**src/common/mob_pkg.sv**
```systemverilog
/* Result buffer shared types */

`default_nettype none

package mob_pkg;

    // ------------------------------------------------------------------------
    // Array geometry
    // ------------------------------------------------------------------------

    // One module result: 16-bit element, chunk of 2, one core by one core
    localparam int RESULT_W      = 32;
    // Module results per input beat, module 0 in the low bits
    localparam int TOTAL_MODULES = 4;
    // Entry address width, caps a frame at 256 entries
    localparam int ADDR_W        = 8;

    // ------------------------------------------------------------------------
    // Types
    // ------------------------------------------------------------------------

    typedef logic [RESULT_W-1:0]               result_t;
    typedef logic [RESULT_W*TOTAL_MODULES-1:0] beat_t;
    typedef logic [ADDR_W-1:0]                 entry_addr_t;

    // Role of one RAM bank
    typedef enum logic [1:0] {
        BANK_EMPTY,
        BANK_FILLING,
        BANK_FULL,
        BANK_DRAINING
    } bank_state_e;

    // One result with its position in the frame
    typedef struct packed {
        result_t     data;
        entry_addr_t index;
        logic        last;
    } entry_t;

endpackage

`default_nettype wire

```
**src/pingpong_buffer/bank_ctrl.sv**
```systemverilog
/* Ping-pong bank role controller */

`default_nettype none

module bank_ctrl
    import mob_pkg::*;
#(
    parameter int BEATS_PER_FRAME = 4
) (
    input  wire  clk,
    input  wire  rst_n,
    input  wire  wr_frame_done,
    input  wire  rd_frame_done,
    output logic wr_ready,
    output logic fill_bank,
    output logic drain_valid,
    output logic drain_bank
);

    localparam int FRAME_DEPTH = BEATS_PER_FRAME * TOTAL_MODULES;

    // Frame must fit the entry address space
    if (BEATS_PER_FRAME < 1 || FRAME_DEPTH > 2**ADDR_W) begin : g_depth_check
        $error("Frame depth out of range for ADDR_W");
    end

    bank_state_e st_q   [2];
    bank_state_e st_nxt [2];

    // ------------------------------------------------------------------------
    // Next-state logic
    // ------------------------------------------------------------------------

    always_comb begin
        logic fill_busy;
        logic drain_busy;

        // Frame completions first
        for (int b = 0; b < 2; b++) begin
            st_nxt[b] = st_q[b];
            case (st_q[b])
                BANK_FILLING:  if (wr_frame_done) st_nxt[b] = BANK_FULL;
                BANK_DRAINING: if (rd_frame_done) st_nxt[b] = BANK_EMPTY;
                default:       st_nxt[b] = st_q[b];
            endcase
        end

        // Free bank takes over filling with bank 0 first out of reset
        fill_busy = (st_nxt[0] == BANK_FILLING) || (st_nxt[1] == BANK_FILLING);
        if (!fill_busy) begin
            if (st_q[0] == BANK_EMPTY) begin
                st_nxt[0] = BANK_FILLING;
            end else if (st_q[1] == BANK_EMPTY) begin
                st_nxt[1] = BANK_FILLING;
            end
        end

        // Hand a full frame to the read side once it is idle
        // At most one bank waits in FULL so frame order is kept
        drain_busy = (st_nxt[0] == BANK_DRAINING) || (st_nxt[1] == BANK_DRAINING);
        if (!drain_busy) begin
            if (st_q[0] == BANK_FULL) begin
                st_nxt[0] = BANK_DRAINING;
            end else if (st_q[1] == BANK_FULL) begin
                st_nxt[1] = BANK_DRAINING;
            end
        end
    end

    always_ff @(posedge clk or negedge rst_n) begin
        if (!rst_n) begin
            st_q[0] <= BANK_EMPTY;
            st_q[1] <= BANK_EMPTY;
        end else begin
            st_q[0] <= st_nxt[0];
            st_q[1] <= st_nxt[1];
        end
    end

    // ------------------------------------------------------------------------
    // Outputs
    // ------------------------------------------------------------------------

    assign wr_ready    = (st_q[0] == BANK_FILLING) || (st_q[1] == BANK_FILLING);
    assign fill_bank   = (st_q[1] == BANK_FILLING);
    assign drain_valid = (st_q[0] == BANK_DRAINING) || (st_q[1] == BANK_DRAINING);
    assign drain_bank  = (st_q[1] == BANK_DRAINING);

    // One filler and one drainer at most
    a_one_filler: assert property (@(posedge clk) disable iff (!rst_n)
        !(st_q[0] == BANK_FILLING && st_q[1] == BANK_FILLING))
        else $error("Both banks FILLING");

    a_one_drainer: assert property (@(posedge clk) disable iff (!rst_n)
        !(st_q[0] == BANK_DRAINING && st_q[1] == BANK_DRAINING))
        else $error("Both banks DRAINING");

endmodule

`default_nettype wire

```
**config.mk**
```make
export PLATFORM = sky130hd
export DESIGN_NAME = bank_ctrl
export DESIGN_NICKNAME = d
export VERILOG_FILES = /design/src/common/mob_pkg.sv /design/src/pingpong_buffer/bank_ctrl.sv
export SDC_FILE = /design/constraint.sdc
export NUM_CORES = 1
export LEC_CHECK = 0
export BUFFER_PORTS_ARGS = -buffer_cell sky130_fd_sc_hd__buf_4
export CAP_MARGIN = 20
export CORE_AREA = 2 2 39 41
export CTS_BUF_LIST = sky130_fd_sc_hd__clkbuf_8
export DETAILED_ROUTE_END_ITERATION = 8
export DIE_AREA = 0 0 41 43
export PLACE_DENSITY = 0.47
export SLEW_MARGIN = 15
export SYNTH_ARGS = -nofsm -noshare
export SYNTH_HDL_FRONTEND = slang
export SYNTH_SLANG_ARGS = --single-unit
```
**constraint.sdc**
```tcl
create_clock -name clk -period 1.25 [get_ports clk]
set_clock_uncertainty 0.05 [all_clocks]
set_input_delay 0 -clock clk [delete_from_list [all_inputs] [get_ports clk]]
set_output_delay 0 -clock clk [all_outputs]
set_load 0.01 [all_outputs]
```
=== After elaboration in Yosys (flattened, before gate mapping) ===
Cells that the tools add are included.

* Register bits: 4
* Bits of input ports: 4
* Word-level logic and storage cells: 32

* Equality and inequality tests: 10
* Multiplexer cells: 14
* Reduce and logical (&&, ||, !) cells: 6

{| class="wikitable"
|+ Operators with widths
! kind !! count
|-
| $mux W2 || 10
|-
| $eq A2 B2 Y1 const B || 6
|-
| $eq A2 B1 Y1 const B || 4
|-
| $mux W4 || 2
|-
| $pmux W2 S2 || 2
|-
| $logic_not A2 Y1 || 2
|-
| $logic_or A1 B1 Y1 || 4
|}

=== Longest topological paths before layout ===
* Depth in word-level cells: 8
* Depth in mapped cells: 4
* Gate-level depth less buffers: 3

=== Worst setup path before layout ===
No wires, ideal clock.

* Path type: register to register
* From: register st_q[3] (netlist bit)
* To: register st_q[0] (netlist bit)
* Library setup time: 127 ps
* Data arrival time: 1023 ps
* Setup slack: 50 ps
* Stages on the path, launching flop included: 5
* Path buffers: 1
* Clock period less this slack: 1200 ps
* Path through: dfrtp_1 -> buf_6 -> mux2_4 -> a211oi_2 -> a21oi_1

{| class="wikitable"
|+ RTL lines
! item !! line !! text
|-
| start: declaration || bank_ctrl.sv:27 || <nowiki>bank_state_e st_q [2];</nowiki>
|}

=== Final worst setup path ===
* From: register st_q[1] (netlist bit)
* To: output port drain_valid

* Longest elaborated chain between the ends: 2

{| class="wikitable"
|+ Ends and longest elaborated chain
! item !! line !! text
|-
| $eq A2 B2 Y1 || bank_ctrl.sv:86 || <nowiki>assign drain_valid = (st_q[0] == BANK_DRAINING) || (st_q[1] == BANK_DRAINING);</nowiki>
|-
| $logic_or A1 B1 Y1 || bank_ctrl.sv:86 ||
|-
| end: declaration || bank_ctrl.sv:16 || <nowiki>output logic drain_valid,</nowiki>
|}

Every way passes these cells.

==> results_dict.tcl <==
set metrics [dict create \
    status "finished clean" \
    cp.arrival_ps 1140 \
    seq_power_share_pct 25.9 \
    hold_end "st_q[1]$_DFF_PN0_" \
    synthFlopType "dfrtp_1" \
    initial_core_util_pct 17.8 \
    finalHoldViolCount 0 \
    r2r_start "st_q[3]$_DFF_PN0_" \
    yosysSeqAreaShare_pct 40.6 \
    p_per_area_mw_per_mm2 2880 \
    numCtsBuffers 3 \
    r2r_cells 4 \
    clkLatencyLatePin_ps 220 \
    drive_above_1_share_pct 52.6 \
    finalSetupViolations 0 \
    setup_slack_ps 59.6 \
    ios 8 \
    pwr-share-comb_pct 50.8 \
    cts_tree "yes" \
    yosys_warnings 0 \
    std_cell_rows 14 \
    ir_drop_mv 0.978 \
    cp_max_fo 5 \
    synth_edf_count 0 \
    clk_pin_slew_ps 30 \
    route.detailed.drc 0 \
    syn_area_per_cell_um2 10.7 \
    start_kind "flop" \
    synthTopCellsByArea "dfrtp_1, a21oi_1, mux2_4" \
    drv_cap 0 \
    cp_data_required_time_ps 1200 \
    relSlewSlack_pct 82.6 \
    grt_max_degree 8 \
    grt_pass1_wl_um 993 \
    hp-start "wr_frame_done" \
    wl_um 603 \
    fp.dieH_um 43 \
    hp-class "in -> reg" \
    core_mm2 0.00138 \
    largest_reg_flops 4 \
    synth_top_area_cell "dfrtp_1" \
    worstMarginPinSlew_ps 261 \
    vias 232 \
    min_period_ps 1190 \
    clock_path_buffers 2 \
    hold_path_depth 3 \
    antenna_cells 0 \
    root_buffer "clkbuf_8" \
    intPower_uw 753 \
    n_fill_cell 150 \
    numPortBuffers 7 \
    grt_setup_unrepaired "no" \
    htree_levels 1 \
    viasPerCell 4.30 \
    swShare_pct 34.9 \
    layout.nets 44 \
    syn_area_um2 246 \
    ys_top_cells_by_count "a21oi_1, dfrtp_1, nor2b_1" \
    wl_per_cell_um 11.2 \
    overflow 0 \
    largest-register "st_q" \
    slew_violations 0 \
    grt.total_usage_pct 9.15 \
    fin_crit_sh_pct 95.2 \
    async_flop_share_pct 100 \
    largest_registers "st_q: 4 flops" \
    syn2layout_area_growth_pct 62.9 \
    die_area_mm2 0.00176 \
    synthesis.nets 27 \
    grt_pass1_vias 227 \
    dp.cells 46 \
    synth.top_cell.area_share_pct 40.6 \
    critical_path_class "reg -> out" \
    holdWs_ps 42.7 \
    tns_ps 0 \
    gp_congestion 0.796 \
    antenna_found_initial 0 \
    leakage_uw 0.000182 \
    syn_inst 23 \
    critPathCaptureType "output port" \
    fmax_mhz 840 \
    drtIter0Drc 2 \
    ys_types 16 \
    synth-seq-cells 4 \
    clock_sink_count 4 \
    dr.pass1.iters 2 \
    ff2ff_setup_slack_ps 80 \
    power_switching_uw 404 \
    r2r-end "st_q[0]$_DFF_PN0_" \
    pwr-share-clk_pct 23.2 \
    final_cells 54 \
    die_w_um 41 \
    pre_cts_slack_ps 101 \
    p_total_uw 1160 \
    ant_nets 0 \
]
==> per-layer routing <==
metal	track usage, %	up-vias	part of all wire, %
li1	-	116	-
met1	9.71	112	45
met2	12.2	4	51
met3	3.66	0	3.2
met4	10.0	0	0
met5	0	-	0
==> worst max-delay path, cell delays in order (launching register included) <==
cell     delay [ps]
dfrtp_2         420
and2_1          190
a21o_2          180
buf_4           140
==> through the flow <==
step	util, %	instance area (um2)
detailed placement	22.8	315
CTS	27.3	378
floorplan	-	246
finish	29.0	402
global placement	22.8	315
global route	29.0	402
==> power groups by stage <==
stage | clock network [uW] | logic (uW) | registers (uW)
2_1_floorplan | 0 | 350 | 268
3_3_place_gp | 0 | 498 | 300
3_5_place_dp | 0 | 498 | 302
4_1_cts | 277 | 510 | 306
5_1_grt | 287 | 642 | 311
6_report | 269 | 588 | 300
==> cells by family after synthesis <==
kind of cell	Yosys count	share of synthesized area, %
AOI/OAI and AO/OA	10	28.4
DFF	4	40.6
and+or+nand+nor	4	10.7
muxes	2	10.7
buffers and inverters	2	6.09
xor gates and xnor gates	1	3.55
==> final cells by class <==
cell class,count,area [um2],area share (%)
repair buffers,13,103,25.5
multi-input cells,17,131,32.7
flip-flops and latches,4,103,25.5
well taps,16,20.0,4.98
clock buffers,3,41.3,10.3
inverters,1,3.75,0.935
==> worst max-delay path by stage <==
| stage | from | to | depth (start not counted) |
|---|---|---|---|
| 6_report | st_q[1]$_DFF_PN0_ | drain_valid | 3 |
| 5_1_grt | st_q[0]$_DFF_PN0_ | drain_valid | 3 |
| 4_1_cts | st_q[1]$_DFF_PN0_ | drain_valid | 3 |
| 3_5_place_dp | st_q[3]$_DFF_PN0_ | st_q[0]$_DFF_PN0_ | 4 |
| 3_3_place_gp | st_q[3]$_DFF_PN0_ | st_q[0]$_DFF_PN0_ | 4 |
| 2_1_floorplan | st_q[3]$_DFF_PN0_ | st_q[0]$_DFF_PN0_ | 4 |
==> cell usage in the layout (no fill, tap or decap), drive strengths merged <==
| cell type | n |
|---|---|
| buf | 11 |
| a22oi | 1 |
| a31oi | 1 |
| o31ai | 1 |
| inv | 1 |
| dfrtp | 4 |
| and2 | 1 |
| nor2b | 2 |
| a21o | 2 |
| a21oi | 4 |
| clkbuf | 3 |
| dlygate4sd3 | 2 |
| a211oi | 1 |
| mux2 | 2 |
| xor2 | 1 |
| nand3b | 1 |
==> repair_timing <==
action                                  4_1_cts  5_1_grt
buffers inserted                              0        3
endpoints found under the setup margin        1        1
gates resized for setup                       1        1
hold endpoints to repair                      6        0
hold buffers                                  2        0
No activity file was read; power rests on OpenSTA's default activity.
