File: src/common/mob_pkg.sv
/* Result buffer shared types */

`default_nettype none

package mob_pkg;

    // ------------------------------------------------------------------------
    // Array geometry
    // ------------------------------------------------------------------------

    // One module result: 16-bit element, chunk of 2, one core by one core
    localparam int RESULT_W      = 32;
    // Module results per input beat, module 0 in the low bits
    localparam int TOTAL_MODULES = 4;
    // Entry address width, caps a frame at 256 entries
    localparam int ADDR_W        = 8;

    // ------------------------------------------------------------------------
    // Types
    // ------------------------------------------------------------------------

    typedef logic [RESULT_W-1:0]               result_t;
    typedef logic [RESULT_W*TOTAL_MODULES-1:0] beat_t;
    typedef logic [ADDR_W-1:0]                 entry_addr_t;

    // Role of one RAM bank
    typedef enum logic [1:0] {
        BANK_EMPTY,
        BANK_FILLING,
        BANK_FULL,
        BANK_DRAINING
    } bank_state_e;

    // One result with its position in the frame
    typedef struct packed {
        result_t     data;
        entry_addr_t index;
        logic        last;
    } entry_t;

endpackage

`default_nettype wire

File: src/hdl/result_serializer.sv
/* Beat to module result serializer */

`default_nettype none

module result_serializer
    import mob_pkg::*;
(
    input  wire     clk,
    input  wire     rst_n,
    input  wire     in_valid,
    input  beat_t   in_beat,
    output logic    in_ready,
    output logic    wr_valid,
    output result_t wr_data,
    input  wire     wr_ready
);

    localparam int SLICE_W = $clog2(TOTAL_MODULES);

    typedef logic [SLICE_W-1:0] slice_t;

    localparam slice_t LAST_SLICE = slice_t'(TOTAL_MODULES - 1);

    beat_t  beat_q;
    slice_t slice_q;
    logic   busy_q;
    logic   last_slice;
    logic   accept;
    logic   xfer;

    assign last_slice = (slice_q == LAST_SLICE);
    assign xfer       = wr_valid && wr_ready;
    assign accept     = in_valid && in_ready;

    // Take a beat when idle, or as the last slice leaves
    // Held off while no bank is filling
    assign in_ready = wr_ready && (!busy_q || last_slice);

    assign wr_valid = busy_q;
    // Module results go out low to high
    assign wr_data  = beat_q[slice_q*RESULT_W +: RESULT_W];

    // ------------------------------------------------------------------------
    // Slice control
    // ------------------------------------------------------------------------

    always_ff @(posedge clk or negedge rst_n) begin
        if (!rst_n) begin
            busy_q  <= 1'b0;
            slice_q <= '0;
        end else if (accept) begin
            busy_q  <= 1'b1;
            slice_q <= '0;
        end else if (xfer) begin
            if (last_slice) begin
                busy_q  <= 1'b0;
                slice_q <= '0;
            end else begin
                slice_q <= slice_q + 1'b1;
            end
        end
    end

    // Beat payload
    always_ff @(posedge clk) begin
        if (accept) begin
            beat_q <= in_beat;
        end
    end

    // New beat only on an empty serializer or on the final slice transfer
    a_no_overrun: assert property (@(posedge clk) disable iff (!rst_n)
        accept |-> (!busy_q || (last_slice && xfer)))
        else $error("Beat accepted with slices pending");

endmodule

`default_nettype wire

File: config.mk
export PLATFORM = sky130hd
export DESIGN_NAME = result_serializer
export DESIGN_NICKNAME = d
export VERILOG_FILES = /design/src/common/mob_pkg.sv /design/src/hdl/result_serializer.sv
export SDC_FILE = /design/constraint.sdc
export NUM_CORES = 1
export LEC_CHECK = 0
export BUFFER_PORTS_ARGS = -buffer_cell sky130_fd_sc_hd__buf_2
export CORE_MARGIN = 2
export CORE_UTILIZATION = 40
export CTS_CLUSTER_SIZE = 40
export DETAILED_ROUTE_END_ITERATION = 10
export PLACE_DENSITY = 0.78
export REMOVE_ABC_BUFFERS = 1
export SLEW_MARGIN = 20
export SYNTH_ARGS = -nofsm -noshare
export SYNTH_HDL_FRONTEND = slang
export SYNTH_SLANG_ARGS = --single-unit
File: constraint.sdc
create_clock -name clk -period 4.8 [get_ports clk]
set_clock_uncertainty 0.15 [all_clocks]
set_input_delay 0.96 -clock clk [delete_from_list [all_inputs] [get_ports clk]]
set_output_delay 0.96 -clock clk [all_outputs]
set_load 0.01 [all_outputs]
# Yosys cells after proc, flatten, opt, wreduce, memory -nomap -nowiden
# Cells that the tools add are included.
op_classes:
  n_addsub: 1
  eq_ne: 1
  shifts: 1
  muxes: 6
  n_reduce_logical: 8
ops:
  columns: ["op", "count"]
  rows:
  - ["indexed part select 128 x 8 -> 32 bit", 1]
  - ["two-way mux 2 bit", 3]
  - ["nonzero test 2 bit", 2]
  - ["logical AND 1 bit", 3]
  - ["two-way mux 1 bit", 3]
  - ["adder 2 x 1 -> 2 bit, second input constant", 1]
  - ["equality test 2 bit, second input constant", 1]
  - ["AND reduction 2 bit", 1]
  - ["zero test 1 bit", 1]
  - ["logical OR 1 bit", 1]
word_totals:
  regBits: 131
  input_bits: 132
  output_inout_bits: 34

# Logic depth before layout (Yosys ltp)
depth:
  depth_word: 6
  mapped_depth: 4

# Worst setup path after synthesis
# OpenSTA, ideal clock, no wires.
synth_timing:
  kind: "input-to-reg"
  from: "in in_valid"
  to: "reg beat_q[0] (enable)"
  setup_ps: 503
  arrival_ps: 3957
  t_required_ps: 4147
  slack_ps: 190
  cell_stages: 1
  cell_sequence: "and3_1"
synth_via:
  elab_chain_cells: 1
synth_lines:
  columns: ["element", "line_no", "text"]
  rows:
  - ["start, declared", "result_serializer.sv:10", "input wire in_valid,"]
  - ["logical AND 1 bit", "result_serializer.sv:33", "assign accept = in_valid && in_ready;"]
  - ["end signal, assigned", "result_serializer.sv:67", "beat_q <= in_beat;"]
  - ["end, declared", "result_serializer.sv:24", "beat_t beat_q;"]
# Every way passes these cells.
# A chain may end at the register's enable or synchronous reset.

# Worst setup path after layout
layout_timing:
  from: "reg slice_q[0]"
  to: "out wr_data[21]"
layout_via:
  elab_chain_cells: 1
layout_lines:
  columns: ["element", "line_no", "text"]
  rows:
  - ["start, declared", "result_serializer.sv:25", "slice_t slice_q;"]
  - ["start signal, assigned", "result_serializer.sv:59", "slice_q <= slice_q + 1'b1;"]
  - ["indexed part select 128 x 8 -> 32 bit", "result_serializer.sv:41", "assign wr_data = beat_q[slice_q*RESULT_W +: RESULT_W];"]
  - ["end, declared", "result_serializer.sv:14", "output result_t wr_data,"]
# Every way passes these cells.

==> report_table.html <==
<table>
<tr><th>Metric</th><th>Value</th></tr>
<tr><th colspan="2">CTS</th></tr>
<tr><td>Post-cts resize count</td><td>0</td></tr>
<tr><td>Buffer count from post-CTS setup fixing</td><td>0</td></tr>
<tr><td>Total number of H-tree levels</td><td>4</td></tr>
<tr><td>Clock insertion delay at the later pin of the skew report</td><td>0.41 ns</td></tr>
<tr><td># hold bufs at CTS</td><td>0</td></tr>
<tr><td>Clock sinks</td><td>131</td></tr>
<tr><td>Clock transition at the registers of the reported paths</td><td>0.05 ns</td></tr>
<tr><td>Clock Tree Buf Depth</td><td>2</td></tr>
<tr><td>Clock tree from TritonCTS</td><td>yes</td></tr>
<tr><td>Num CTS Buffers</td><td>17</td></tr>
<tr><td>Root buffer cell</td><td>clkbuf_16</td></tr>
<tr><th colspan="2">Timing</th></tr>
<tr><td>Post-route fraction of the period consumed by the critical path</td><td>71.8%</td></tr>
<tr><td>Max_slew headroom</td><td>56.9%</td></tr>
<tr><td>Final hold violation count</td><td>0</td></tr>
<tr><td>Minimum clock period</td><td>3.45 ns</td></tr>
<tr><td>Setup-violating endpoint count in the final report</td><td>0</td></tr>
<tr><td>Aggregate negative setup slack</td><td>0 ns</td></tr>
<tr><td>Setup repair after global routing missed its margin</td><td>false</td></tr>
<tr><td>Transition at the pin with the smallest max-transition slack</td><td>0.647 ns</td></tr>
<tr><td>Count of pins over their slew limit</td><td>0</td></tr>
<tr><td>Maximum clock rate</td><td>290 MHz</td></tr>
<tr><th colspan="2">Critical path</th></tr>
<tr><td>Path type of the worst setup path</td><td>register to output pin</td></tr>
<tr><td>Worst-path fanout max</td><td>21</td></tr>
<tr><td>Crit path max-delay family</td><td>flip-flops</td></tr>
<tr><td>Minimum setup slack among reg-to-reg paths</td><td>2.14 ns</td></tr>
<tr><td>Buffers and inverters on the worst path</td><td>2</td></tr>
<tr><td>Library cell contributing the largest single delay on the critical path</td><td>dfrtp_2</td></tr>
<tr><td>Cell breakdown of the critical path</td><td>buf_4 &gt; mux4_2 &gt; buf_2</td></tr>
<tr><td>CP peak stage delay</td><td>0.78 ns</td></tr>
<tr><td>CP Launch Type</td><td>register</td></tr>
<tr><td>Arrival time of data at the critical path endpoint</td><td>2.34 ns</td></tr>
<tr><td>Endpoint required time on the critical path</td><td>3.69 ns</td></tr>
<tr><td>Element type at the critical path end</td><td>output pin</td></tr>
<tr><th colspan="2">Routing</th></tr>
<tr><td>DR vias</td><td>2,488</td></tr>
<tr><td>Number of vias per cell</td><td>4.77</td></tr>
<tr><td>Met2 layer wire length in the routed design</td><td>4490 um</td></tr>
<tr><td>Average wire per standard cell</td><td>16.8 um</td></tr>
<tr><td>Total wire length after detailed routing</td><td>8750 um</td></tr>
<tr><td>Detail Route met3 WL</td><td>713 um</td></tr>
<tr><td>DRC violations left</td><td>0</td></tr>
<tr><td>Post-route antenna net violation count</td><td>0</td></tr>
<tr><td>Number of DRC markers in iteration 0</td><td>175</td></tr>
<tr><td>Sum of routed wire segments on met1</td><td>3340 um</td></tr>
<tr><td>Pre-Repair DR Iteration Count</td><td>4</td></tr>
<tr><td>Top layer reached by signal wires</td><td>met4</td></tr>
<tr><th colspan="2">Synth</th></tr>
<tr><td>Async set-reset flop share out of synthesis</td><td>2.29%</td></tr>
<tr><td>Commonest cells post-synth</td><td>edfxtp_1 (128), mux4_2 (28), mux4_1 (4)</td></tr>
<tr><td>Synthesized instance count</td><td>183</td></tr>
<tr><td>Share of the synthesized area in the top cell type</td><td>79.6%</td></tr>
<tr><td>Flops &amp; latches, synth</td><td>131</td></tr>
<tr><td>Post-synth EDFFs</td><td>128</td></tr>
<tr><td>Most common cell in the synthesized netlist</td><td>edfxtp_1</td></tr>
<tr><td>Proportion of synthesized chip area in sequential cells</td><td>81.2%</td></tr>
<tr><td>Mean Syn Cell Area</td><td>26.4 um2</td></tr>
<tr><td>Cell taking the most area after synthesis</td><td>edfxtp_1</td></tr>
<tr><td>Leading register cell type out of synthesis</td><td>edfxtp_1</td></tr>
<tr><td>Library cells used by synthesis</td><td>16</td></tr>
<tr><td>Main area contributors after synthesis</td><td>edfxtp_1 (80%), mux4_2 (13%), mux4_1 (2.2%), dfrtp_1 (1.6%), buf_12 (1.2%)</td></tr>
<tr><td>Warnings, synthesis</td><td>0</td></tr>
<tr><td>Post-synthesis cell area</td><td>4830 um2</td></tr>
<tr><th colspan="2">Cells and area</th></tr>
<tr><td>Number of inserted diodes</td><td>0</td></tr>
<tr><td>Fillers</td><td>943</td></tr>
<tr><td>Final Net Count</td><td>495</td></tr>
<tr><td>Layout cell share with drive strength beyond 1</td><td>59.7%</td></tr>
<tr><td>Syn-to-layout area delta</td><td>30.8%</td></tr>
<tr><th colspan="2">Global route</th></tr>
<tr><td>Overflow left after global routing</td><td>0</td></tr>
<tr><td>Number of antenna violations at the first check in global routing</td><td>0</td></tr>
<tr><td>Global router's overall resource usage</td><td>14.2%</td></tr>
<tr><td>First-pass GRT wire length</td><td>13,200 um</td></tr>
<tr><td>Maximum number of pins on one net before global-route repair</td><td>117</td></tr>
<tr><td>Vias in the first global route</td><td>2,706</td></tr>
<tr><th colspan="2">Floorplan</th></tr>
<tr><td>Chip Height</td><td>114 um</td></tr>
<tr><td>Die Span X</td><td>114 um</td></tr>
<tr><td>Number of rows created at floorplan</td><td>40</td></tr>
<tr><td>Die Footprint</td><td>13,000 um2</td></tr>
<tr><td>Initial standard-cell utilization of the core</td><td>40.5%</td></tr>
<tr><td>Area inside the core boundary</td><td>11,900 um2</td></tr>
<tr><td>I/O pin count</td><td>166</td></tr>
<tr><th colspan="2">Power</th></tr>
<tr><td>Total power per unit cell area</td><td>537 nW/um2</td></tr>
<tr><td>Worst supply voltage drop on vdd</td><td>0.321 mV</td></tr>
<tr><td>Leakage power figure</td><td>0.00236 uW</td></tr>
<tr><td>Total power</td><td>3390 uW</td></tr>
<tr><th colspan="2">Hold path</th></tr>
<tr><td>Path class of the lowest-slack min-delay path</td><td>input pin to asynchronous set/reset pin</td></tr>
<tr><th colspan="2">Placed design</th></tr>
<tr><td>Global placement routability congestion</td><td>0.733</td></tr>
<tr><td>Number of port buffers</td><td>165</td></tr>
<tr><td>Placed wire-length estimate</td><td>6100 um</td></tr>
<tr><th colspan="2">Job</th></tr>
<tr><td>Total of max-cap violations</td><td>0</td></tr>
<tr><th colspan="2">Run status</th></tr>
<tr><td>Result of the run</td><td>complete, no violations</td></tr>
</table>
## where the power goes
group          leakage [uW]  internal (uW)  total (uW)  switching (uW)
combinational      0.000916            407         758             351
sequential          0.00120           1410        1500            87.1
clock              0.000248            700        1140             438
total               0.00236           2520        3390             876
## cell type report
| type | count | area (um2) | share of cell area (%) |
|---|---|---|---|
| timing repair buffer | 168 | 861 | 13.6 |
| clock buffer | 20 | 437 | 6.91 |
| tap | 147 | 184 | 2.91 |
| sequential | 131 | 3920 | 62.1 |
| clock inverter | 12 | 91.3 | 1.45 |
| multi-input combinational | 44 | 823 | 13.0 |
## logic make-up (layout without fill, tap and decap cells)
group                    after synthesis  in the layout  synth area share [%]
flip-flops                           131            131                  81.2
multiplexers                          32             32                  15.2
buffers and inverters                  8            200                  1.87
AND/OR/NAND/NOR                        7              7                 0.804
AO/OA/AOI/OAI                          4              4                 0.648
adder cells (fa/ha/maj)                1              1                 0.259
## flip-flops by register name, indices dropped and copies added (netlist names)
signal,cells
wr_valid,1
slice_q,2
beat_q,128
## worst reg2reg max path, stage by stage, from the launching register on
cell,delay [ns]
dfrtp_2,0.78
ha_1,0.30
nand2b_1,0.15
and3_4,0.32
buf_12,0.44
## cells in the final DEF (no fill, tap or decap)
cell	count
nand2b_1	2
and3_1	1
clkinvlp_4	4
and2_1	1
clkinv_1	3
bufinv_16	1
o2bb2ai_1	1
mux4_2	28
clkinv_2	4
edfxtp_1	128
clkbuf_1	3
buf_12	1
and3_4	1
buf_4	2
o21ai_0	1
mux4_1	4
buf_2	165
clkbuf_16	17
ha_1	1
a22o_1	2
nand2_1	2
dfrtp_1	2
dfrtp_2	1
## final timing paths
| check | startpoint | to | cells past startpoint |
|---|---|---|---|
| min in group clk | wr_valid | wr_valid | 1 |
| max reg2reg | slice_q[0] | beat_q[36] | 4 |
| min | rst_n | slice_q[1] | 1 |
| max in group asynchronous | rst_n | slice_q[0] | 1 |
| min reg2reg | wr_valid | wr_valid | 1 |
| max | slice_q[0] | wr_data[21] | 3 |
## per-stage QoR
stage | util, % | cells | cell area (um2) | setup slack (ns) | hold WS [ns]
2_1_floorplan | - | 175 | 4740 | -0.737 | 0.428
3_3_place_gp | 48.6 | 490 | 5790 | 1.72 | 0.395
3_5_place_dp | 48.6 | 490 | 5790 | 1.69 | 0.415
4_1_cts | 53.0 | 522 | 6320 | 1.25 | 0.170
5_1_grt | 53.0 | 522 | 6320 | 1.14 | 0.170
6_report | 53.0 | 522 | 6320 | 1.35 | 0.190
## metal layers
| metal | global-route usage (%) | up-vias |
|---|---|---|
| met1 | 14.9 | 1207 |
| met2 | 23.8 | 109 |
| met3 | 7.01 | 19 |
| met5 | 0 | - |
| li1 | - | 1153 |
| met4 | 7.07 | 0 |
No activity file was read; power rests on OpenSTA's default activity.
