===== src/common/mob_pkg.sv =====
/* Result buffer shared types */

`default_nettype none

package mob_pkg;

    // ------------------------------------------------------------------------
    // Array geometry
    // ------------------------------------------------------------------------

    // One module result: 16-bit element, chunk of 2, one core by one core
    localparam int RESULT_W      = 32;
    // Module results per input beat, module 0 in the low bits
    localparam int TOTAL_MODULES = 4;
    // Entry address width, caps a frame at 256 entries
    localparam int ADDR_W        = 8;

    // ------------------------------------------------------------------------
    // Types
    // ------------------------------------------------------------------------

    typedef logic [RESULT_W-1:0]               result_t;
    typedef logic [RESULT_W*TOTAL_MODULES-1:0] beat_t;
    typedef logic [ADDR_W-1:0]                 entry_addr_t;

    // Role of one RAM bank
    typedef enum logic [1:0] {
        BANK_EMPTY,
        BANK_FILLING,
        BANK_FULL,
        BANK_DRAINING
    } bank_state_e;

    // One result with its position in the frame
    typedef struct packed {
        result_t     data;
        entry_addr_t index;
        logic        last;
    } entry_t;

endpackage

`default_nettype wire


===== src/pingpong_buffer/addr_counter.sv =====
/* Frame entry counter */

`default_nettype none

module addr_counter
    import mob_pkg::*;
#(
    parameter int BEATS_PER_FRAME = 4
) (
    input  wire         clk,
    input  wire         rst_n,
    input  wire         step,
    output entry_addr_t addr,
    output logic        frame_done
);

    localparam int          FRAME_DEPTH = BEATS_PER_FRAME * TOTAL_MODULES;
    localparam entry_addr_t LAST_ADDR   = entry_addr_t'(FRAME_DEPTH - 1);

    // Pulses with the step that writes or reads the final entry
    assign frame_done = step && (addr == LAST_ADDR);

    always_ff @(posedge clk or negedge rst_n) begin
        if (!rst_n) begin
            addr <= '0;
        end else if (step) begin
            // Wrap at frame depth, not at the address width
            if (frame_done) begin
                addr <= '0;
            end else begin
                addr <= addr + 1'b1;
            end
        end
    end

    a_addr_range: assert property (@(posedge clk) disable iff (!rst_n)
        int'(addr) < FRAME_DEPTH)
        else $error("Entry address beyond frame depth");

endmodule

`default_nettype wire


===== config.mk =====
export PLATFORM = sky130hd
export DESIGN_NAME = addr_counter
export DESIGN_NICKNAME = d
export VERILOG_FILES = /design/src/common/mob_pkg.sv /design/src/pingpong_buffer/addr_counter.sv
export SDC_FILE = /design/constraint.sdc
export NUM_CORES = 1
export LEC_CHECK = 0
export CORE_AREA = 2 2 39 41
export DETAILED_ROUTE_END_ITERATION = 6
export DIE_AREA = 0 0 41 43
export DONT_BUFFER_PORTS = 1
export SETUP_SLACK_MARGIN = 0.3
export SKIP_CTS_REPAIR_TIMING = 1
export SLEW_MARGIN = 20
export SYNTH_ARGS = -nofsm -noshare
export SYNTH_HDL_FRONTEND = slang
export SYNTH_SLANG_ARGS = --single-unit

===== constraint.sdc =====
create_clock -name clk -period 1.7 [get_ports clk]
set_clock_uncertainty 0.05 [all_clocks]
set_input_delay 0.255 -clock clk [delete_from_list [all_inputs] [get_ports clk]]
set_output_delay 0.255 -clock clk [all_outputs]
set_load 0.05 [all_outputs]

# Word level (Yosys, flattened, before mapping)
# Cells that the tools add are included.
[classes]
n_reduce_logical = 1
n_eq_ne = 1
addsub = 1
n_mux = 1
[ops]
columns = ["op", "n"]
rows = [
  ["$add A8 B1 Y8 const B", 1],
  ["$eq A8 B4 Y1 const B", 1],
  ["$mux W8", 1],
  ["$logic_and A1 B1 Y1", 1],
]
[totals]
wordCells = 5
register_bits = 8
output_inout_bits = 9

# Depth between registers and ports, before layout
# Gate-level depths: netlist of run 1.
[logic_depth]
ltp_word = 3
ltp_mapped = 4

# Worst setup path before layout of run 1
# Ideal clock, no wire load.
[synth_timing]
path_kind = "reg-to-reg"
start = "reg addr[4]"
end = "reg addr[0]"
path_slack_ns = -0.280
setup_ns = 0.145
arrival_time_ns = 1.785
stages_incl_launch_ff = 4
n_path_buf = 0
path_cell_list = "dfrtp_1 or4_4 nor2_2 o21ai_1"
[synth_via]
elab_chain_cells = 3
[synth_lines]
columns = ["element", "line", "rtl"]
rows = [
  ["start, declared", "addr_counter.sv:13", "output entry_addr_t addr,"],
  ["start signal, assigned", "addr_counter.sv:31", "addr <= addr + 1'b1;"],
  ["$eq A8 B4 Y1", "addr_counter.sv:21", "assign frame_done = step && (addr == LAST_ADDR);"],
  ["$logic_and A1 B1 Y1", "addr_counter.sv:21", ""],
  ["named net frame_done", "addr_counter.sv:14", "output logic frame_done"],
  ["$mux W8", "addr_counter.sv:28", "if (frame_done) begin"],
]
# The timed path passes the listed nets, and every way through them passes these cells.
# A chain may end at the register's enable or synchronous reset.

# Final worst setup path of run 1
[layout_timing]
start = "reg addr[6]"
end = "out frame_done"
[layout_via]
elab_chain_cells = 2
[layout_lines]
columns = ["element", "line"]
rows = [
  ["$eq A8 B4 Y1", "addr_counter.sv:21"],
  ["$logic_and A1 B1 Y1", "addr_counter.sv:21"],
  ["end, declared", "addr_counter.sv:14"],
]
# Every way passes these cells.

==> results of run 1 <==
[critical path, stage by stage, from the launching register on]
cell	delay, ns
dfrtp_2	0.40
or4_4	0.57
nor2_4	0.30
[power by group]
group          total [mW]  switching, mW  internal [mW]
sequential          0.268         0.0308          0.237
clock               0.157         0.0669         0.0899
combinational       0.325          0.224          0.101
total               0.750          0.322          0.428
[synthesized netlist by cell type, drive strengths merged]
master	n
or4	1
mux2	1
xor2	3
o211ai	1
nand2	5
nand2b	3
nand4	2
dfrtp	8
nor3	1
nand3	1
o21ai	3
nor2	3
xnor2	1
ha	1
[routing by layer]
metal,global-route usage,up-vias
met1,0.102,143
met3,0.0366,2
li1,-,146
met2,0.147,9
met5,0,-
met4,0.0800,0
[cells by family (layout without fill, tap and decap cells)]
family,after synthesis,count (layout),share of synthesized area
and+or+nand+nor,16,16,0.242
DFF,8,8,0.530
AOI/OAI and AO/OA,4,4,0.0728
xor gates and xnor gates,4,4,0.0927
adders and majority gates,1,1,0.0331
muxes,1,1,0.0298
buffers and inverters,0,13,0
[final cells by class]
type / instances / area (um2) / share of cell area
Sequential cell: 8 / 209 / 0.404
Multi-Input combinational cell: 26 / 188 / 0.363
Timing Repair Buffer: 9 / 73.8 / 0.143
Clock buffer: 4 / 26.3 / 0.0508
Tap cell: 16 / 20.0 / 0.0387
[worst paths after layout]
| kind | slack, ns | from | cells after the start | end |
|---|---|---|---|---|
| max in group asynchronous | 1.01 | rst_n | 1 | addr[5]$_DFFE_PN0P_ |
| setup / recovery | -0.13 | addr[6]$_DFFE_PN0P_ | 2 | frame_done |
| hold reg to reg | 0.47 | addr[2]$_DFFE_PN0P_ | 1 | addr[2]$_DFFE_PN0P_ |
| min in group asynchronous | 0.30 | rst_n | 1 | addr[0]$_DFFE_PN0P_ |
| hold / removal | 0.09 | step | 2 | addr[0]$_DFFE_PN0P_ |
| setup reg to reg | 0.14 | addr[6]$_DFFE_PN0P_ | 3 | addr[0]$_DFFE_PN0P_ |
[stage by stage]
step                      cells  hold slack, ns  power [mW]  setup TNS (ns)  area [um2]
after detailed placement     58         -0.0904       0.590               0         472
after CTS                    62          -0.369       0.749          -0.162         498
final                        63          0.0943       0.750          -0.128         517
after global placement       58         -0.0904       0.588               0         472
after global routing         63          0.0906       0.790          -0.157         517
after floorplan              34         -0.0906       0.503         -0.0494         392
[cell usage in the layout (no fill, tap or decap), drive strengths merged, types with 2 or more instances in the layout]
cell | Yosys | routed
buf | 0 | 8
clkbuf | 0 | 4
dfrtp | 8 | 8
nand2 | 5 | 5
nand2b | 3 | 3
nand4 | 2 | 2
nor2 | 3 | 3
o21ai | 3 | 3
xor2 | 3 | 3
==> impl_metrics.csv, run 1 <==
group,metric,value,unit
clock_network,root_buffer,"clkbuf_4",
routing,dr.max_layer_used,"met4",
logic_synthesis,synth-seq-cells,8,
final_layout,fillers,138,
clock_network,cts_buffers,3,
floorplanning,ios,12,
critical_path,critPathLaunchType,"register",
sta,clock.fmax,0.547,GHz
place,portBuffers,0,
clock_network,htreeDepth,1,
sta,setup_slack,-0.128,ns
routing,first_pass_iters,4,
clock_network,cts_tree,"yes",
logic_synthesis,ys_seq_area_frac,0.530,
logic_synthesis,syn_inst,34,
final_layout,finalNetCount,52,
routing,route.met2.wl,354,um
power,p_leak,0.232,nW
final_layout,antenna_cells,0,
place,hpwlAfterDp,591,um
grt,track_usage,0.0981,
floorplanning,dieArea,1760,um2
critical_path,path_class,"reg -> out",
routing,postRouteAntennaNets,0,
floorplanning,core,1380,um2
final_layout,largest_reg_flops,8,
grt,overflow,0,
final_layout,top_register,"addr",
grt,grt_max_degree,9,
clock_network,clkTransAtPathRegs,0.06,ns
logic_synthesis,synth_top_area_frac,0.530,
sta,relSlewSlack,0.754,
clock_network,clock_path_buffers,2,
sta,report.final.hold_viol_count,0,
routing,vias_per_cell,4.76,
routing,drcViolationCount,0,
floorplanning,rows,14,
logic_synthesis,synth_nets,38,
clock_network,cts.sinks,8,
logic_synthesis,ys_types,17,
final_layout,reg_top3,"addr x8",
grt,grt_pass1_wl,1.13,mm
final_layout,final_util,0.373,
logic_synthesis,avgSynthCellArea,11.1,um2
sta,fin_crit_sh,1.08,
outcome,status,"finished with violations",
run,cap_violations,0,
critical_path,arrival,1.52,ns
outcome,failed_checks,"negative setup slack",
place,pre_cts_slack,0.114,ns
final_layout,layout-drive-gt1-share,0.511,
routing,avgRoutedWirePerCell,11.7,um
critical_path,endpoint_kind,"primary output",
logic_synthesis,synth_area,378,um2
critical_path,worstPathRequired,1.39,ns
logic_synthesis,yosys-top-cells-area,"dfrtp_1, xor2_1, nand2_1, nand2b_1, ha_1",
place,gp_congestion,0.619,
power,powerDensity,1450,nW/um2
sta,min_period,1.83,ns
logic_synthesis,yosysWarnings,0,
routing,wirelength,735,um
routing,initialDrtViolationCount,2,
grt,antenna_found_initial,0,
power,vdd_drop_max,370,uV
floorplanning,dieHeight,43,um
sta,finalMaxSlewViolations,0,
sta,setup_violations,1,
logic_synthesis,synth_area_leader_cell,"dfrtp_1",
final_layout,areaGrowthSynthToFinish,36.8,%
routing,vias,300,
routing,drt-met1-wl,323,um
sta,rsz0062_at_grt,"true",
floorplanning,initial_utilization,0.273,
floorplanning,chipWidth,41,um
sta,tightest_slew,0.367,ns
routing,wl_met3,43,um
clock_network,clock_latency,0.25,ns
hold_path,hold_class,"in -> reg",
grt,grt_pass1_vias,314,
critical_path,critical_path.max_fanout,3,
No activity file was read; power rests on OpenSTA's default activity.
==> run 2: changes to the inputs <==
ABC_AREA = 1   (was not set)
==> impl_metrics.csv, run 2 <==
group,metric,value,unit
clock_network,clock_latency,0.26,ns
grt,antenna_found_initial,0,
critical_path,critPathLaunchType,"register",
final_layout,areaGrowthSynthToFinish,31.5,%
final_layout,multi_input_area,244,um2
clock_network,htreeDepth,1,
hold_path,hold_end,"addr[1]$_DFFE_PN0P_",
grt,grt_max_degree,9,
place,place_area,571,um2
clock_network,clkTransAtPathRegs,0.06,ns
floorplanning,chipWidth,41,um
critical_path,cpMaxStageDelayCell,"dfrtp_4",
floorplanning,ios,12,
final_layout,design_area,622,um2
floorplanning,core,1380,um2
power,powerDensity,1890,nW/um2
clock_network,cts_buffers,3,
logic_synthesis,post-synth-top-count-cell,"nand2_1",
hold_path,hold_class,"in -> reg",
final_layout,top_register,"addr",
logic_synthesis,syn_inst,67,
run,cap_violations,0,
place,hpwlAfterDp,784,um
critical_path,endpoint_kind,"primary output",
logic_synthesis,synth_edf_count,0,
final_layout,final_cell_mix,"nand2_1, inv_1, nor2_1, buf_4",
power,vdd_drop_max,931,uV
logic_synthesis,synth_area_leader_cell,"dfrtp_1",
routing,initialDrtViolationCount,8,
floorplanning,rows,14,
logic_synthesis,synth_nets,71,
clock_network,clock_path_buffers,2,
final_layout,fillers,155,
routing,postRouteAntennaNets,0,
hold_path,min_path_cells,2,
logic_synthesis,avgSynthCellArea,7.06,um2
grt,grt_pass1_wl,1.53,mm
critical_path,crit_buf_inv,1,
routing,vias_per_cell,4.58,
logic_synthesis,synth_top_area_frac,0.423,
critical_path,reg2reg_from,"addr[1]$_DFFE_PN0P_",
final_layout,finalNetCount,84,
sta,tns,0,ns
critical_path,reg2reg_depth,6,
sta,relSlewSlack,0.752,
floorplanning,dieHeight,43,um
final_layout,final_common_cell,"nand2_1",
logic_synthesis,ys_seq_area_frac,0.423,
place,gp_congestion,0.804,
hold_path,hp-start,"step",
logic_synthesis,ys_types,13,
logic_synthesis,synth_ff_type,"dfrtp_1",
critical_path,rr_endpoint,"addr[5]$_DFFE_PN0P_",
grt,track_usage,0.137,
final_layout,largest_reg_flops,8,
critical_path,reg2reg_slack,0.47,ns
logic_synthesis,synth_area,473,um2
final_layout,layout-drive-gt1-share,0.329,
logic_synthesis,synthTopCellsByCount,"nand2_1, inv_1, dfrtp_1",
logic_synthesis,yosysWarnings,0,
sta,fin_crit_sh,0.923,
critical_path,cp_top_family,"flip-flops",
clock_network,cts.sinks,8,
critical_path,critical_path.max_fanout,5,
sta,report.final.hold_viol_count,0,
sta,min_period,1.57,ns
logic_synthesis,synth-seq-cells,8,
floorplanning,dieArea,1760,um2
clock_network,root_buffer,"clkbuf_4",
critical_path,path_class,"reg -> out",
routing,wirelength,1.03,mm
floorplanning,initial_utilization,0.342,
sta,setup_violations,0,
routing,vias,435,
critical_path,arrival,1.26,ns
logic_synthesis,async_flop_share,1.00,
grt,grt_pass1_vias,380,
critical_path,path_cells,"nand3_4, nor2_4, nand2_2, clkinv_4",
place,portBuffers,0,
routing,avgRoutedWirePerCell,10.8,um
sta,tightest_slew,0.371,ns
sta,clock.fmax,0.637,GHz
final_layout,final-seq-area,208,um2
outcome,status,"complete, no violations",
final_layout,reg_top3,"addr x8",
logic_synthesis,yosys-top-cells-area,"dfrtp_1, nand2_1, inv_1, nor2_1, nand3_2",
critical_path,worstPathRequired,1.39,ns
power,p_leak,0.318,nW
critical_path,slowest_delay,0.55,ns
clock_network,cts_tree,"yes",
sta,rsz0062_at_grt,"true",
grt,overflow,0,
routing,drcViolationCount,0,
final_layout,antenna_cells,0,
routing,first_pass_iters,4,
sta,finalMaxSlewViolations,0,
## run 2: layer usage
layer / part of all wire / GRT usage / vias up / routed length, um
li1: - / - / 222 / -
met1: 0.41 / 0.150 / 199 / 421
met2: 0.51 / 0.209 / 12 / 521
met3: 0.069 / 0.0576 / 2 / 71
met4: 0.016 / 0.0800 / 0 / 16
met5: 0 / 0 / - / 0
## run 2: worst max-delay path by stage
stage / from / endpoint / slack [ns] / cells after the start
global route: addr[2]$_DFFE_PN0P_ / frame_done / 0.07 / 4
finish: addr[2]$_DFFE_PN0P_ / frame_done / 0.13 / 4
floorplan: addr[0]$_DFFE_PN0P_ / frame_done / 0.25 / 5
CTS: addr[2]$_DFFE_PN0P_ / frame_done / 0.02 / 4
detailed placement: addr[2]$_DFFE_PN0P_ / frame_done / 0.32 / 4
global placement: addr[2]$_DFFE_PN0P_ / frame_done / 0.35 / 4
## run 2: logic make-up (layout without fill, tap and decap cells)
| logic type | count (synthesis) | in the layout | share of synthesized area |
|---|---|---|---|
| adders and majority gates | 1 | 1 | 0.0265 |
| and+or+nand+nor | 41 | 41 | 0.410 |
| AOI/OAI and AO/OA | 2 | 2 | 0.0212 |
| DFF | 8 | 8 | 0.423 |
| buffers and inverters | 15 | 27 | 0.119 |
## run 2: stage by stage
step                utilization  worst slack, ns  hold WS (ns)  std cells  total power, mW
detailed placement        0.412            0.318       -0.0903         90            0.991
global route              0.449           0.0657        0.0616         95             1.26
global placement          0.412            0.346       -0.0903         90            0.985
CTS                       0.431           0.0183        -0.380         94             1.17
floorplan                     -            0.253       -0.0906         67            0.831
finish                    0.449            0.131        0.0545         95             1.18
## run 2: area by class of cell
type	count	share of cell area
inverter	15	0.0986
tap	16	0.0322
multi-input combinational	44	0.392
sequential	8	0.334
clock buffer	4	0.0423
timing repair buffer	8	0.101
## run 2: power breakdown
part	switching [mW]	total, mW	leakage (nW)	internal [mW]
Combinational	0.434	0.612	0.215	0.177
Clock	0.0737	0.164	0.0150	0.0904
Sequential	0.125	0.402	0.0872	0.277
Total	0.634	1.18	0.318	0.544
==> run 3: changes to the inputs <==
clock period = 2 ns   (was 1.7 ns; I/O delays follow)
==> impl_metrics.csv, run 3 (synthesis gave the netlist of run 2 again) <==
group,metric,value,unit
floorplanning,ios,12,
routing,initialDrtViolationCount,2,
floorplanning,dieHeight,43,um
floorplanning,core,1380,um2
floorplanning,chipWidth,41,um
final_layout,finalNetCount,85,
grt,overflow,0,
sta,tns,0,ns
clock_network,clkTransAtPathRegs,0.05,ns
final_layout,areaGrowthSynthToFinish,27.0,%
clock_network,cts_tree,"yes",
final_layout,design_area,601,um2
final_layout,layout-drive-gt1-share,0.304,
sta,report.final.hold_viol_count,0,
place,gp_congestion,0.773,
sta,tightest_slew,0.388,ns
routing,wirelength,942,um
outcome,status,"complete, no violations",
power,p_leak,0.322,nW
sta,whs,0.112,ns
routing,vias_per_cell,4.57,
critical_path,path_class,"reg -> out",
grt,grt_max_degree,9,
grt,grt_pass1_wl,1.43,mm
final_layout,antenna_cells,0,
grt,antenna_found_initial,0,
floorplanning,rows,14,
place,hpwlAfterDp,739,um
clock_network,cts_buffers,3,
clock_network,clock_latency,0.25,ns
routing,vias,434,
sta,rsz0062_at_grt,"false",
critical_path,critical_path.max_fanout,3,
floorplanning,initial_utilization,0.342,
run,cap_violations,0,
grt,track_usage,0.123,
clock_network,root_buffer,"clkbuf_4",
clock_network,htreeDepth,1,
sta,setup_violations,0,
place,place_area,556,um2
final_layout,fillers,144,
grt,grt_pass1_vias,390,
final_layout,final_util,0.434,
final_layout,final_cell_mix,"nand2_1, inv_1, buf_4, nor2_1, dfrtp_1",
routing,postRouteAntennaNets,0,
final_layout,final_common_cell,"nand2_1",
final_layout,largest_reg_flops,8,
clock_network,clock_path_buffers,2,
final_layout,reg_top3,"addr x8",
power,power.total,0.963,mW
critical_path,critPathLaunchType,"register",
sta,fin_crit_sh,0.798,
hold_path,hold_class,"in -> reg",
critical_path,arrival,1.25,ns
sta,min_period,1.60,ns
routing,first_pass_iters,3,
sta,clock.fmax,0.627,GHz
final_layout,finalNonFillerCells,95,
power,vdd_drop_max,547,uV
floorplanning,dieArea,1760,um2
critical_path,worstPathRequired,1.65,ns
place,pre_cts_slack,0.624,ns
routing,avgRoutedWirePerCell,9.92,um
sta,relSlewSlack,0.740,
routing,drcViolationCount,0,
sta,finalMaxSlewViolations,0,
power,powerDensity,1600,nW/um2
place,placed_cells,91,
clock_network,cts.sinks,8,
final_layout,top_register,"addr",
place,portBuffers,0,
critical_path,endpoint_kind,"primary output",
sta,setup_slack,0.405,ns
run 3: final timing paths:
| check | from | endpoint | slack [ns] | depth (start not counted) |
|---|---|---|---|---|
| max | addr[0]$_DFFE_PN0P_ | frame_done | 0.40 | 5 |
| min | step | addr[1]$_DFFE_PN0P_ | 0.11 | 2 |
| max reg2reg | addr[0]$_DFFE_PN0P_ | addr[3]$_DFFE_PN0P_ | 0.78 | 6 |
| min reg2reg | addr[5]$_DFFE_PN0P_ | addr[5]$_DFFE_PN0P_ | 0.52 | 4 |
| max in group asynchronous | rst_n | addr[1]$_DFFE_PN0P_ | 1.25 | 1 |
| min in group asynchronous | rst_n | addr[7]$_DFFE_PN0P_ | 0.35 | 1 |
run 3: critical path, stage by stage, from the launching register on:
cell      delay (ns)
dfrtp_2         0.40
ha_1            0.21
nand3_2         0.11
nor2_4          0.04
nand2_2         0.09
clkinv_4        0.13
run 3: routing by layer:
layer / track usage / up-vias / share of wire
met5: 0 / - / 0
li1: - / 224 / -
met3: 0.0471 / 2 / 0.085
met1: 0.155 / 197 / 0.45
met4: 0.0800 / 0 / 0.023
met2: 0.169 / 11 / 0.44
run 3: power breakdown:
group	switching (mW)	leakage (nW)	internal, mW
clock	0.0547	0.0138	0.0686
sequential	0.0732	0.0885	0.226
combinational	0.387	0.220	0.154
run 3: layout make-up:
cell class | count | area (um2) | share of cell area
multi-input cells | 44 | 224 | 0.373
flip-flops and latches | 8 | 203 | 0.337
repair buffers | 9 | 70.1 | 0.117
inverters | 15 | 61.3 | 0.102
clock buffers | 3 | 22.5 | 0.0375
well taps | 16 | 20.0 | 0.0333
